**src/design/mipsPkg.sv**
```systemverilog
package mipsPkg;

	//////////////////////////////////////////////////
	// Widths and fixed addresses
	//////////////////////////////////////////////////

	localparam int dataW = 32;
	localparam int regAddrW = 5;

	localparam logic [dataW-1:0] resetPc = 32'h0000_3000;
	localparam logic [regAddrW-1:0] linkReg = 5'd31;

	// Forwarding sources, fwdReg is the file or the stage register
	localparam logic [1:0] fwdReg = 2'd0;
	localparam logic [1:0] fwdEx = 2'd1;
	localparam logic [1:0] fwdMem = 2'd2;
	localparam logic [1:0] fwdWb = 2'd3;

	// Use time of an operand that is never read
	localparam logic [1:0] tUseNone = 2'd3;

	//////////////////////////////////////////////////
	// Enums
	//////////////////////////////////////////////////

	typedef enum logic [7:0] {
		kindNop,
		kindAddu, kindSubu, kindAnd, kindOr, kindSlt, kindSltu,
		kindAddiu, kindAndi, kindOri, kindLui,
		kindLw, kindLh, kindLb,
		kindSw, kindSh, kindSb,
		kindBeq, kindBne, kindJal, kindJr
	} instrKind_e;

	typedef enum logic [3:0] {
		aluAdd, aluSub, aluAnd, aluOr, aluSlt, aluSltu, aluLui
	} aluOp_e;

	typedef enum logic [1:0] {
		memNone, memByte, memHalf, memWord
	} memSize_e;

	//////////////////////////////////////////////////
	// Pipeline bundles
	//////////////////////////////////////////////////

	typedef struct packed {
		instrKind_e kind;
		aluOp_e aluOp;
		logic aluUsesImm;
		memSize_e memSize;
		logic memWrite;
		logic memRead;
		logic regWrite;
		logic [regAddrW-1:0] destReg;
		logic [1:0] tUseRs;
		logic [1:0] tUseRt;
		logic [1:0] tNew;
	} ctrl_t;

	typedef struct packed {
		logic [dataW-1:0] pc;
		ctrl_t ctrl;
		logic [regAddrW-1:0] rs;
		logic [regAddrW-1:0] rt;
		logic [dataW-1:0] rsVal;
		logic [dataW-1:0] rtVal;
		logic [dataW-1:0] extImm;
	} deToEx_t;

	typedef struct packed {
		logic [dataW-1:0] pc;
		ctrl_t ctrl;
		logic [regAddrW-1:0] rt;
		logic [dataW-1:0] result;
		logic [dataW-1:0] storeVal;
	} exToMem_t;

	typedef struct packed {
		logic [dataW-1:0] pc;
		ctrl_t ctrl;
		logic [dataW-1:0] result;
	} memToWb_t;

	// Control of an empty slot
	localparam ctrl_t bubbleCtrl = '{
		kind:       kindNop,
		aluOp:      aluAdd,
		aluUsesImm: 1'b0,
		memSize:    memNone,
		memWrite:   1'b0,
		memRead:    1'b0,
		regWrite:   1'b0,
		destReg:    '0,
		tUseRs:     tUseNone,
		tUseRt:     tUseNone,
		tNew:       2'd0
	};

endpackage

```
**src/design/memAlign.sv**
```systemverilog
`timescale 1ns/1ns

module memAlign (
	input  mipsPkg::memSize_e         size,
	input  logic                      isStore,
	input  logic [1:0]                addr,
	input  logic [mipsPkg::dataW-1:0] storeVal,
	input  logic [mipsPkg::dataW-1:0] rawRead,
	output logic [mipsPkg::dataW-1:0] wdata,
	output logic [3:0]                byteen,
	output logic [mipsPkg::dataW-1:0] loadVal
);

	logic [7:0] byteLane;
	logic [15:0] halfLane;

	//////////////////////////////////////////////////
	// Store side
	//////////////////////////////////////////////////

	always_comb begin
		wdata = storeVal;
		byteen = 4'b0000;
		case (size)
			mipsPkg::memByte: begin
				wdata = {4{storeVal[7:0]}};
				byteen = 4'b0001 << addr;
			end
			mipsPkg::memHalf: begin
				wdata = {2{storeVal[15:0]}};
				byteen = addr[1] ? 4'b1100 : 4'b0011;
			end
			mipsPkg::memWord: byteen = 4'b1111;
			default: byteen = 4'b0000;
		endcase
		if (!isStore) begin
			byteen = 4'b0000;
		end
	end

	//////////////////////////////////////////////////
	// Load side
	//////////////////////////////////////////////////

	assign byteLane = rawRead[8*addr +: 8];
	assign halfLane = addr[1] ? rawRead[31:16] : rawRead[15:0];

	always_comb begin
		case (size)
			mipsPkg::memByte: loadVal = {{24{byteLane[7]}}, byteLane};
			mipsPkg::memHalf: loadVal = {{16{halfLane[15]}}, halfLane};
			default: loadVal = rawRead;
		endcase
	end

endmodule

```
**config.mk**
```make
export PLATFORM = sky130hd
export DESIGN_NAME = memAlign
export DESIGN_NICKNAME = d
export VERILOG_FILES = /design/src/design/mipsPkg.sv /design/src/design/memAlign.sv
export SDC_FILE = /design/constraint.sdc
export NUM_CORES = 1
export LEC_CHECK = 0
export ABC_AREA = 1
export BUFFER_PORTS_ARGS = -buffer_cell sky130_fd_sc_hd__buf_2
export CAP_MARGIN = 20
export CELL_PAD_IN_SITES_DETAIL_PLACEMENT = 1
export CELL_PAD_IN_SITES_GLOBAL_PLACEMENT = 1
export CORE_ASPECT_RATIO = 0.9
export CORE_UTILIZATION = 18
export DETAILED_ROUTE_END_ITERATION = 10
export GPL_TIMING_DRIVEN = 0
export PLACE_DENSITY = 0.9
export SETUP_SLACK_MARGIN = 0.2
export SYNTH_ARGS = -nofsm -noshare
export SYNTH_HDL_FRONTEND = slang
export SYNTH_SLANG_ARGS = --single-unit
```
**constraint.sdc**
```tcl
create_clock -name vclk -period 1.3
set_clock_uncertainty 0.05 [all_clocks]
set_input_delay 0.13 -clock vclk [all_inputs]
set_output_delay 0.13 -clock vclk [all_outputs]
set_load 0.05 [all_outputs]
```
After elaboration in Yosys (flattened, before gate mapping)
Index checks and enable logic that the tools add are counted.

word-level totals
  input bits = 69
  word-level logic and storage cells = 11
  bits in registers = 0
  output and inout bits = 68

cells by class
  equal/unequal tests = 3
  shift operators = 2
  muxes and demuxes = 6

operator list
  operator                                              number
  case mux 32 bit (2 select lines)                      2
  variable part select 32 x 6 -> 8 bit                  1
  two-way mux 16 bit                                    1
  case mux 4 bit (3 select lines)                       1
  two-way mux 4 bit                                     2
  equality test 2 bit (second input constant)           2
  << shifter 1 x 2 -> 4 bit (first input constant)      1
  equality test 2 x 1 -> 1 bit (second input constant)  1

Longest topological paths before layout
Gate-level depths: netlist of run 1.

  depth in word-level cells = 3
  depth in mapped cells = 10
  mapped depth without buffers = 9

Least setup slack after synthesis of run 1
OpenSTA, ideal clock, no wires.

  path type = input port to output port
  start = input size[0]
  end = output wdata[11] in the netlist's numbering
  arrival = 1.900 ns
  required time = 1.120 ns
  path slack = -0.780 ns
  cell stages on the path = 5
  buffers on the path = 2
  cells stage by stage = inv_1 > ha_1 > buf_4 > clkbuf_1 > o21ai_0

on the way
  word-level cells in the longest chain between the ends = 2

RTL lines
  element                                                              line            text
  from (decl)                                                          memAlign.sv:4   input mipsPkg::memSize_e size,
  equality test 2 bit or equality test 2 x 1 -> 1 bit (tied branches)  memAlign.sv:24  case (size)
  case mux 32 bit (2 select lines) (*)                                 memAlign.sv:24
  to (decl)                                                            memAlign.sv:9   output logic [mipsPkg::dataW-1:0] wdata,

Every way passes the cells marked *; elsewhere a longest branch is shown, timed or not.

Worst setup path in the final report of run 1
  start = input size[0]
  end = output loadVal[24] in the netlist's numbering

on the way
  word-level cells in the longest chain between the ends = 2

RTL lines
  element                                                              line            text
  equality test 2 bit or equality test 2 x 1 -> 1 bit (tied branches)  memAlign.sv:49  case (size)
  case mux 32 bit (2 select lines) (*)                                 memAlign.sv:49
  to (decl)                                                            memAlign.sv:11  output logic [mipsPkg::dataW-1:0] loadVal

Marked as above.

==> results of run 1 <==
==> area by class of cell <==
type                       count  area, um^2  area share
multi-input combinational    215        2260       0.512
timing repair buffer         172        1650       0.375
buffer                        16         216      0.0491
inverter                      28         168      0.0381
tap                           87         109      0.0247
antenna                        2        5.00     0.00114
==> report_power, final <==
part | internal [mW] | switching (mW)
logic | 1.24 | 2.00
clock network | 0.000000206 | 0
registers | 0 | 0
total | 1.24 | 2.00
==> metal layers <==
metal | track usage | routed length (um) | vias to the layer above
met5 | 0 | 0 | -
met4 | 0.111 | 1470 | 0
met3 | 0.0248 | 915 | 99
met2 | 0.574 | 7760 | 201
met1 | 0.313 | 5040 | 1392
li1 | - | - | 1140
==> worst paths after layout <==
| kind | slack, ns | start | endpoint |
|---|---|---|---|
| worst max-delay path | -0.43 | size[0] | loadVal[24] |
| worst min-delay path | 0.56 | rawRead[6] | loadVal[6] |
==> cells by family after synthesis <==
kind of cell,share of synthesized area
buffers and inverters,0.191
and+or+nand+nor,0.641
AOI/OAI and AO/OA,0.126
adders and majority gates,0.0416
==> cells in the mapped netlist <==
cell type and count:
a21oi_1 2, a31oi_1 1, buf_12 1, buf_2 2, buf_4 11, clkbuf_1 2, clkinv_1 2, ha_1 4
inv_1 22, inv_2 2, inv_4 2, nand2_1 150, nand2_2 12, nand2_4 2, nand3_1 9, nor2_1 6
nor3_1 2, nor3_4 2, o21ai_0 17, o22ai_1 8
==> metrics by stage <==
stage | area [um^2] | total power, mW | hold slack (ns)
floorplan | 2160 | 1.69 | 0.343
global placement | 2950 | 2.12 | 0.626
detailed placement | 2950 | 2.17 | 0.629
CTS | 3980 | 2.81 | 0.546
global route | 4410 | 3.31 | 0.569
finish | 4410 | 3.24 | 0.557
==> worst min-delay path, stage by stage <==
cell,delay (ns)
buf_2,0.11
nand2_4,0.05
nand2_4,0.05
buf_6,0.14
==> what timing repair did <==
action                     in CTS  in global routing
cloned                          2                  1
setup buffers                  19                 13
hold endpoints to repair        0                  0
setup endpoints to repair      60                 60
hold buffers                    0                  0
gates resized for setup       226                 69
pin swaps                      13                 26
==> impl_metrics.env, run 1 <==
export IMPL_wl_um=15200
export IMPL_cp_arrival_ns=1.55
export IMPL_drt_iter0_drc=101
export IMPL_rsz0062_at_grt="true"
export IMPL_final_common_cell="buf_2"
export IMPL_antenna_found_initial=1
export IMPL_seq_cell_count=0
export IMPL_num_vias=2832
export IMPL_maxCapViolCount=0
export IMPL_leakage_nw=2.13
export IMPL_path_common_cell="buf_12"
export IMPL_grt_pass1_vias=2844
export IMPL_layout_area_seq_um2=0
export IMPL_yosysWarningCount=0
export IMPL_io_buffer_count=137
export IMPL_status="finished with violations"
export IMPL_utilization=0.701
export IMPL_route_detailed_drc=0
export IMPL_finalHoldViolCount=0
export IMPL_grt_total_usage=0.290
export IMPL_cp_start_kind="input port"
export IMPL_yosysTopAreaCell="nand2_1"
export IMPL_required_ns=1.12
export IMPL_tightest_slew_ns=0.429
export IMPL_finalSetupTns_ns=-16.13
export IMPL_relSlewSlack=0.714
export IMPL_crit_family="buffers and inverters"
export IMPL_start_util=0.191
export IMPL_finalCriticalPeriod_ns=1.73
export IMPL_wl_per_cell_um=29.2
export IMPL_cp_cell_sequence="buf_12 > inv_12 > ha_4 > buf_12 > clkinv_8 > buf_4 > nand2_1 > nand2_8 > buf_8"
export IMPL_drive_above_1_share=0.780
export IMPL_rows=27
export IMPL_syn_area_um2=1200
export IMPL_grt_first_pass_wirelength_um=15300
export IMPL_dieArea_um2=7010
export IMPL_grt_max_degree=11
export IMPL_core_area_um2=6280
export IMPL_hp_class="input port to primary output"
export IMPL_violations="setup timing"
export IMPL_cpMaxStageDelayCell="nand2_1"
export IMPL_vdd_drop_max_uv=368
export IMPL_fin_ws_ns=-0.431
export IMPL_die_y_um=79.5
export IMPL_synth_top_cell_area_share=0.468
export IMPL_layout_nets=506
export IMPL_grt_overflow=0
export IMPL_crit_fanout=10
export IMPL_n_fill_cell=687
export IMPL_firstDrtPassIters=4
export IMPL_syn_inst=259
export IMPL_dp_slack_ns=-0.610
export IMPL_dpl_cell_count=483
export IMPL_slowest_delay_ns=0.30
export IMPL_path_buf_inv=6
export IMPL_fin_crit_sh=1.33
export IMPL_final_cell_mix="72 x buf_2, 67 x nand2_1, 51 x nand2_4"
export IMPL_die_w_um=88.2
export IMPL_via_per_inst=5.45
export IMPL_post_synth_num_cell_types=20
export IMPL_nClkBuffers=0
export IMPL_gp_congestion=0.783
export IMPL_path_class="input port to primary output"
export IMPL_io_pins=137
export IMPL_critPathCaptureType="primary output"
export IMPL_dp_final_hpwl_um=6170
export IMPL_syn_area_per_cell_um2=4.64
export IMPL_power_density_nw_per_um2=736
export IMPL_max_freq_mhz=578
export IMPL_synth_fp_nets=332
export IMPL_syn2layout_area_growth_pct=266
export IMPL_report_final_slew_viol_count=0
export IMPL_yosysSeqAreaShare=0
export IMPL_min_path_cells=4
export IMPL_cp_depth=9
export IMPL_layout_cells_non_filler=520
export IMPL_yosys_top_cells_area="nand2_1 47%, o21ai_0 7.1%, buf_4 6.9%"
export IMPL_antenna_left=0
export IMPL_setup_violations=59
Power figures use the tool's default switching activity.
==> run 2: changes to the inputs <==
- ABC_AREA: 1 -> unset
- CORE_UTILIZATION: 18 -> 17
- MAX_ROUTING_LAYER: unset -> met4
- PLACE_DENSITY: 0.9 -> 0.87
==> impl_metrics.env, run 2 <==
export IMPL_layout_area_seq_um2=0
export IMPL_p_sw_frac=0.592
export IMPL_wl_um=7990
export IMPL_cp_cell_sequence="buf_8 > clkinvlp_4 > ha_4 > buf_12 > and2_4 > buf_6 > a221o_2 > buf_8"
export IMPL_met1_usage=0.222
export IMPL_tightest_slew_ns=0.389
export IMPL_slowest_delay_ns=0.34
export IMPL_die_w_um=85.5
export IMPL_sequentialPowerShare=0
export IMPL_yosys_area_share_simple=0.307
export IMPL_syn2layout_area_growth_pct=220
export IMPL_antenna_left=0
export IMPL_muxShareOfSynthArea=0.0938
export IMPL_dp_final_hpwl_um=4980
export IMPL_grt_max_degree=11
export IMPL_hp_class="input port to primary output"
export IMPL_violations="setup timing"
export IMPL_num_vias=2098
export IMPL_vdd_drop_max_uv=254
export IMPL_critPathCaptureType="primary output"
export IMPL_seq_cell_count=0
export IMPL_grt_use_met2=0.433
export IMPL_dpl_cell_count=392
export IMPL_synth_fp_nets=257
export IMPL_crit_family="buffers and inverters"
export IMPL_antenna_cells=0
export IMPL_top_usage_layer="met2"
export IMPL_relSlewSlack=0.741
export IMPL_yosysMostFrequentCell="nor2_1"
export IMPL_grtUsageMet3=0.00861
export IMPL_grt_first_pass_wirelength_um=11000
export IMPL_crit_fanout=8
export IMPL_cts_hold_buf=0
export IMPL_status="finished with violations"
export IMPL_synth_top_cell_area_share=0.200
export IMPL_final_common_cell="buf_2"
export IMPL_intPower_mw=1.13
export IMPL_cp_arrival_ns=1.55
export IMPL_grt_total_usage=0.213
export IMPL_path_buf_inv=5
export IMPL_yosysSeqAreaShare=0
export IMPL_yosysTopAreaCell="nor2_1"
export IMPL_wl_per_cell_um=19.3
export IMPL_rsz0062_at_grt="true"
export IMPL_rows=27
export IMPL_yosysWarningCount=0
export IMPL_power_mw=2.78
export IMPL_maxCapViolCount=0
export IMPL_post_synth_num_cell_types=27
export IMPL_cpMaxStageDelayCell="a221o_2"
export IMPL_path_class="input port to primary output"
export IMPL_die_y_um=77.2
export IMPL_fin_ws_ns=-0.427
export IMPL_setup_violations=60
export IMPL_drive_above_1_share=0.848
export IMPL_via_per_inst=5.08
export IMPL_syn_inst=184
export IMPL_power_switching_mw=1.64
export IMPL_cp_depth=8
export IMPL_io_pins=137
export IMPL_cp_start_kind="input port"
export IMPL_syn_area_um2=1070
export IMPL_utilization=0.561
export IMPL_layout_cells_non_filler=413
export IMPL_report_final_slew_viol_count=0
export IMPL_final_cell_mix="75 x buf_2, 46 x buf_6, 25 x nor2_4"
export IMPL_dieArea_um2=6600
export IMPL_finalCriticalPeriod_ns=1.73
export IMPL_leakage_nw=1.56
export IMPL_path_common_cell="buf_8"
export IMPL_start_util=0.176
export IMPL_synthAdderAreaFrac=0.0469
export IMPL_synth_top_family_by_area="compound AO/OA/AOI/OAI gates"
export IMPL_firstDrtPassIters=4
export IMPL_synth_compound_area_frac=0.383
export IMPL_clockPowerShare=0
export IMPL_combPwrFrac=1.000
export IMPL_nClkBuffers=0
export IMPL_finalHoldViolCount=0
export IMPL_core_area_um2=6080
export IMPL_min_path_cells=3
export IMPL_gp_congestion=0.782
export IMPL_synth_commonest_cells="57 x nor2_1, 14 x a221o_1, 12 x a21oi_1, 12 x inv_1, 12 x nand2_1"
export IMPL_power_density_nw_per_um2=814
export IMPL_max_freq_mhz=579
export IMPL_drt_iter0_drc=80
export IMPL_fin_crit_sh=1.33
export IMPL_route_detailed_drc=0
export IMPL_finalSetupTns_ns=-21.10
export IMPL_antenna_found_initial=0
export IMPL_layout_nets=416
export IMPL_grt_pass1_vias=2198
export IMPL_yosys_top_cells_area="nor2_1 20%, a221o_1 13%, mux2i_1 9.4%"
export IMPL_synth_xor_area_frac=0
export IMPL_grt_overflow=0
export IMPL_syn_area_per_cell_um2=5.80
export IMPL_io_buffer_count=136
export IMPL_required_ns=1.12
## run 2: changes by cell type in the layout (fill, tap and decap cells not counted), moves of 15 or more
cell	previous run	this run
nand2_1	67	1
nor2_4	5	25
nand2_8	32	1
o21ai_4	17	2
nor2_1	1	23
nand2_4	51	2
## run 2: routing by layer
layer	vias up	routed length (um)
met4	0	163
met3	16	267
met1	1041	2980
met5	-	0
li1	962	-
met2	79	4570
## run 2: layout make-up
class / instances / area (um^2)
plain buffers: 23 / 277
repair buffers: 157 / 1420
well taps: 72 / 90.1
multi-input cells: 148 / 1570
fillers: 695 / 2670
inverters: 13 / 52.6
## run 2: tightest hold or removal path: stages
cell	delay (ns)
buf_2	0.08
a221o_2	0.14
buf_6	0.15
## run 2: cell families after synthesis
group	count (synthesis)
AO/OA/AOI/OAI	55
adder cells (fa/ha/maj)	4
buffers and inverters	36
multiplexers	10
AND/OR/NAND/NOR	79
## run 2: repair_timing
action | CTS | global route
pin swaps | 16 | 18
cloned | 1 | 5
resized for setup | 152 | 62
setup buffers | 10 | 5
setup endpoints to repair | 60 | 60
## run 2: path summary, 6_finish.rpt
check,startpoint,to
worst min-delay path,rawRead[6],loadVal[6]
worst max-delay path,size[1],loadVal[11]
## run 2: power by group through the flow
stage,clock (mW),sequential [mW],combinational (mW)
2_1_floorplan,0,0,1.57
3_3_place_gp,0,0,2.00
3_5_place_dp,0,0,2.02
4_1_cts,0,0,2.50
5_1_grt,0,0,2.88
6_report,0,0,2.78
## run 2: metrics by stage
stage	hold WS (ns)	cell area [um^2]	setup WS, ns
after floorplan	0.377	1580	-0.225
after global placement	0.643	2350	-0.669
after detailed placement	0.653	2350	-0.699
after CTS	0.573	3060	-0.419
after global routing	0.592	3410	-0.466
final	0.569	3410	-0.427
==> run 3: changes to the inputs <==
- GPL_TIMING_DRIVEN: 0 -> unset
==> impl_metrics.env, run 3 (same netlist as run 2, synthesis figures left out) <==
export IMPL_status="finished with violations"
export IMPL_violations="setup timing"
export IMPL_antenna_found_initial=0
export IMPL_fin_crit_sh=1.31
export IMPL_crit_fanout=7
export IMPL_io_pins=137
export IMPL_grt_pass1_vias=2234
export IMPL_firstDrtPassIters=4
export IMPL_layout_nets=420
export IMPL_finalInstanceArea_um2=3490
export IMPL_fin_ws_ns=-0.401
export IMPL_relSlewSlack=0.756
export IMPL_die_w_um=85.5
export IMPL_dpl_cell_count=401
export IMPL_holdPathEnd="wdata[6]"
export IMPL_finalCriticalPeriod_ns=1.70
export IMPL_placed_area_um2=2430
export IMPL_gp_congestion=0.782
export IMPL_cp_arrival_ns=1.52
export IMPL_die_y_um=77.2
export IMPL_maxCapViolCount=0
export IMPL_antenna_left=0
export IMPL_hp_class="input port to primary output"
export IMPL_min_path_cells=2
export IMPL_via_per_inst=5.25
export IMPL_grt_first_pass_wirelength_um=11900
export IMPL_layout_cells_non_filler=417
export IMPL_grt_max_degree=11
export IMPL_final_common_cell="buf_2"
export IMPL_required_ns=1.12
export IMPL_finalHoldViolCount=0
export IMPL_max_freq_mhz=588
export IMPL_final_cell_mix="74 x buf_2, 48 x buf_6, 28 x nor2_1"
export IMPL_cp_start_kind="input port"
export IMPL_syn2layout_area_growth_pct=227
export IMPL_critPathCaptureType="primary output"
export IMPL_antenna_cells=0
export IMPL_path_class="input port to primary output"
export IMPL_drt_iter0_drc=58
export IMPL_hp_start="storeVal[6]"
export IMPL_seq_cell_count=0
export IMPL_power_density_nw_per_um2=822
export IMPL_rsz0062_at_grt="true"
export IMPL_dp_final_hpwl_um=5110
export IMPL_grt_overflow=0
export IMPL_layout_area_seq_um2=0
export IMPL_report_final_slew_viol_count=0
export IMPL_grt_total_usage=0.237
export IMPL_hold_ws_ns=0.553
export IMPL_tightest_slew_ns=0.366
export IMPL_dieArea_um2=6600
export IMPL_drive_above_1_share=0.832
export IMPL_utilization=0.574
export IMPL_vdd_drop_max_uv=331
export IMPL_io_buffer_count=137
export IMPL_finalSetupTns_ns=-18.58
export IMPL_route_detailed_drc=0
export IMPL_wl_per_cell_um=21.0
export IMPL_setup_violations=60
export IMPL_core_area_um2=6080
export IMPL_nClkBuffers=0
export IMPL_num_vias=2190
export IMPL_start_util=0.176
export IMPL_wl_um=8770
export IMPL_leakage_nw=1.61
export IMPL_rows=27
## run 3: cell count changes in the layout (fill, tap and decap cells not counted), moves of 3 or more
cell / delta
nand2_1: +5
buf_8: +5
nor2_2: -3
nand2_2: -8
nand2_4: +3
nor2_1: +5
clkbuf_16: -3
## run 3: worst max path at each step
stage,start,to,slack (ns)
4_1_cts,size[1],loadVal[23],-0.35
3_5_place_dp,size[0],loadVal[1],-0.59
3_3_place_gp,size[0],loadVal[1],-0.52
2_1_floorplan,size[1],loadVal[22],-0.22
6_report,addr[0],loadVal[27],-0.40
5_1_grt,size[1],loadVal[0],-0.44
## run 3: timing repair
item                       CTS  global route
pin swaps                   30            11
gates resized for setup    189            45
buffers inserted             7             3
hold buffers                 0             0
gates cloned                 5             1
setup endpoints to repair   60            60
## run 3: layout make-up
cell class / count / area [um^2]
Fill cell: 675 / 2590
Inverter: 13 / 52.6
Multi-Input combinational cell: 148 / 1600
Tap cell: 72 / 90.1
Timing Repair Buffer: 184 / 1750
## run 3: critical path, stage by stage
cell	delay, ns
clkbuf_4	0.16
mux2i_4	0.31
o22ai_4	0.12
buf_4	0.16
nor2_4	0.21
clkbuf_16	0.23
nor2_4	0.04
buf_6	0.15
## run 3: per-layer routing
metal,part of all wire,wire (um),GRT usage,up-vias
li1,-,-,-,978
met1,0.37,3240,0.252,1076
met2,0.55,4830,0.458,104
met3,0.037,321,0.0161,32
met4,0.044,382,0.0767,0
met5,0,0,-,-
## run 3: power by group
group          internal (mW)  leakage [nW]  switching, mW  total [mW]
sequential                 0             0              0           0
combinational           1.19          1.61           1.68        2.87
clock                      0             0              0           0
total                   1.19          1.61           1.68        2.87
## run 3: metrics by stage
stage / power (mW) / worst slack (ns)
6_report: 2.87 / -0.401
3_5_place_dp: 2.07 / -0.589
4_1_cts: 2.70 / -0.352
3_3_place_gp: 2.03 / -0.522
5_1_grt: 2.96 / -0.437
2_1_floorplan: 1.57 / -0.225
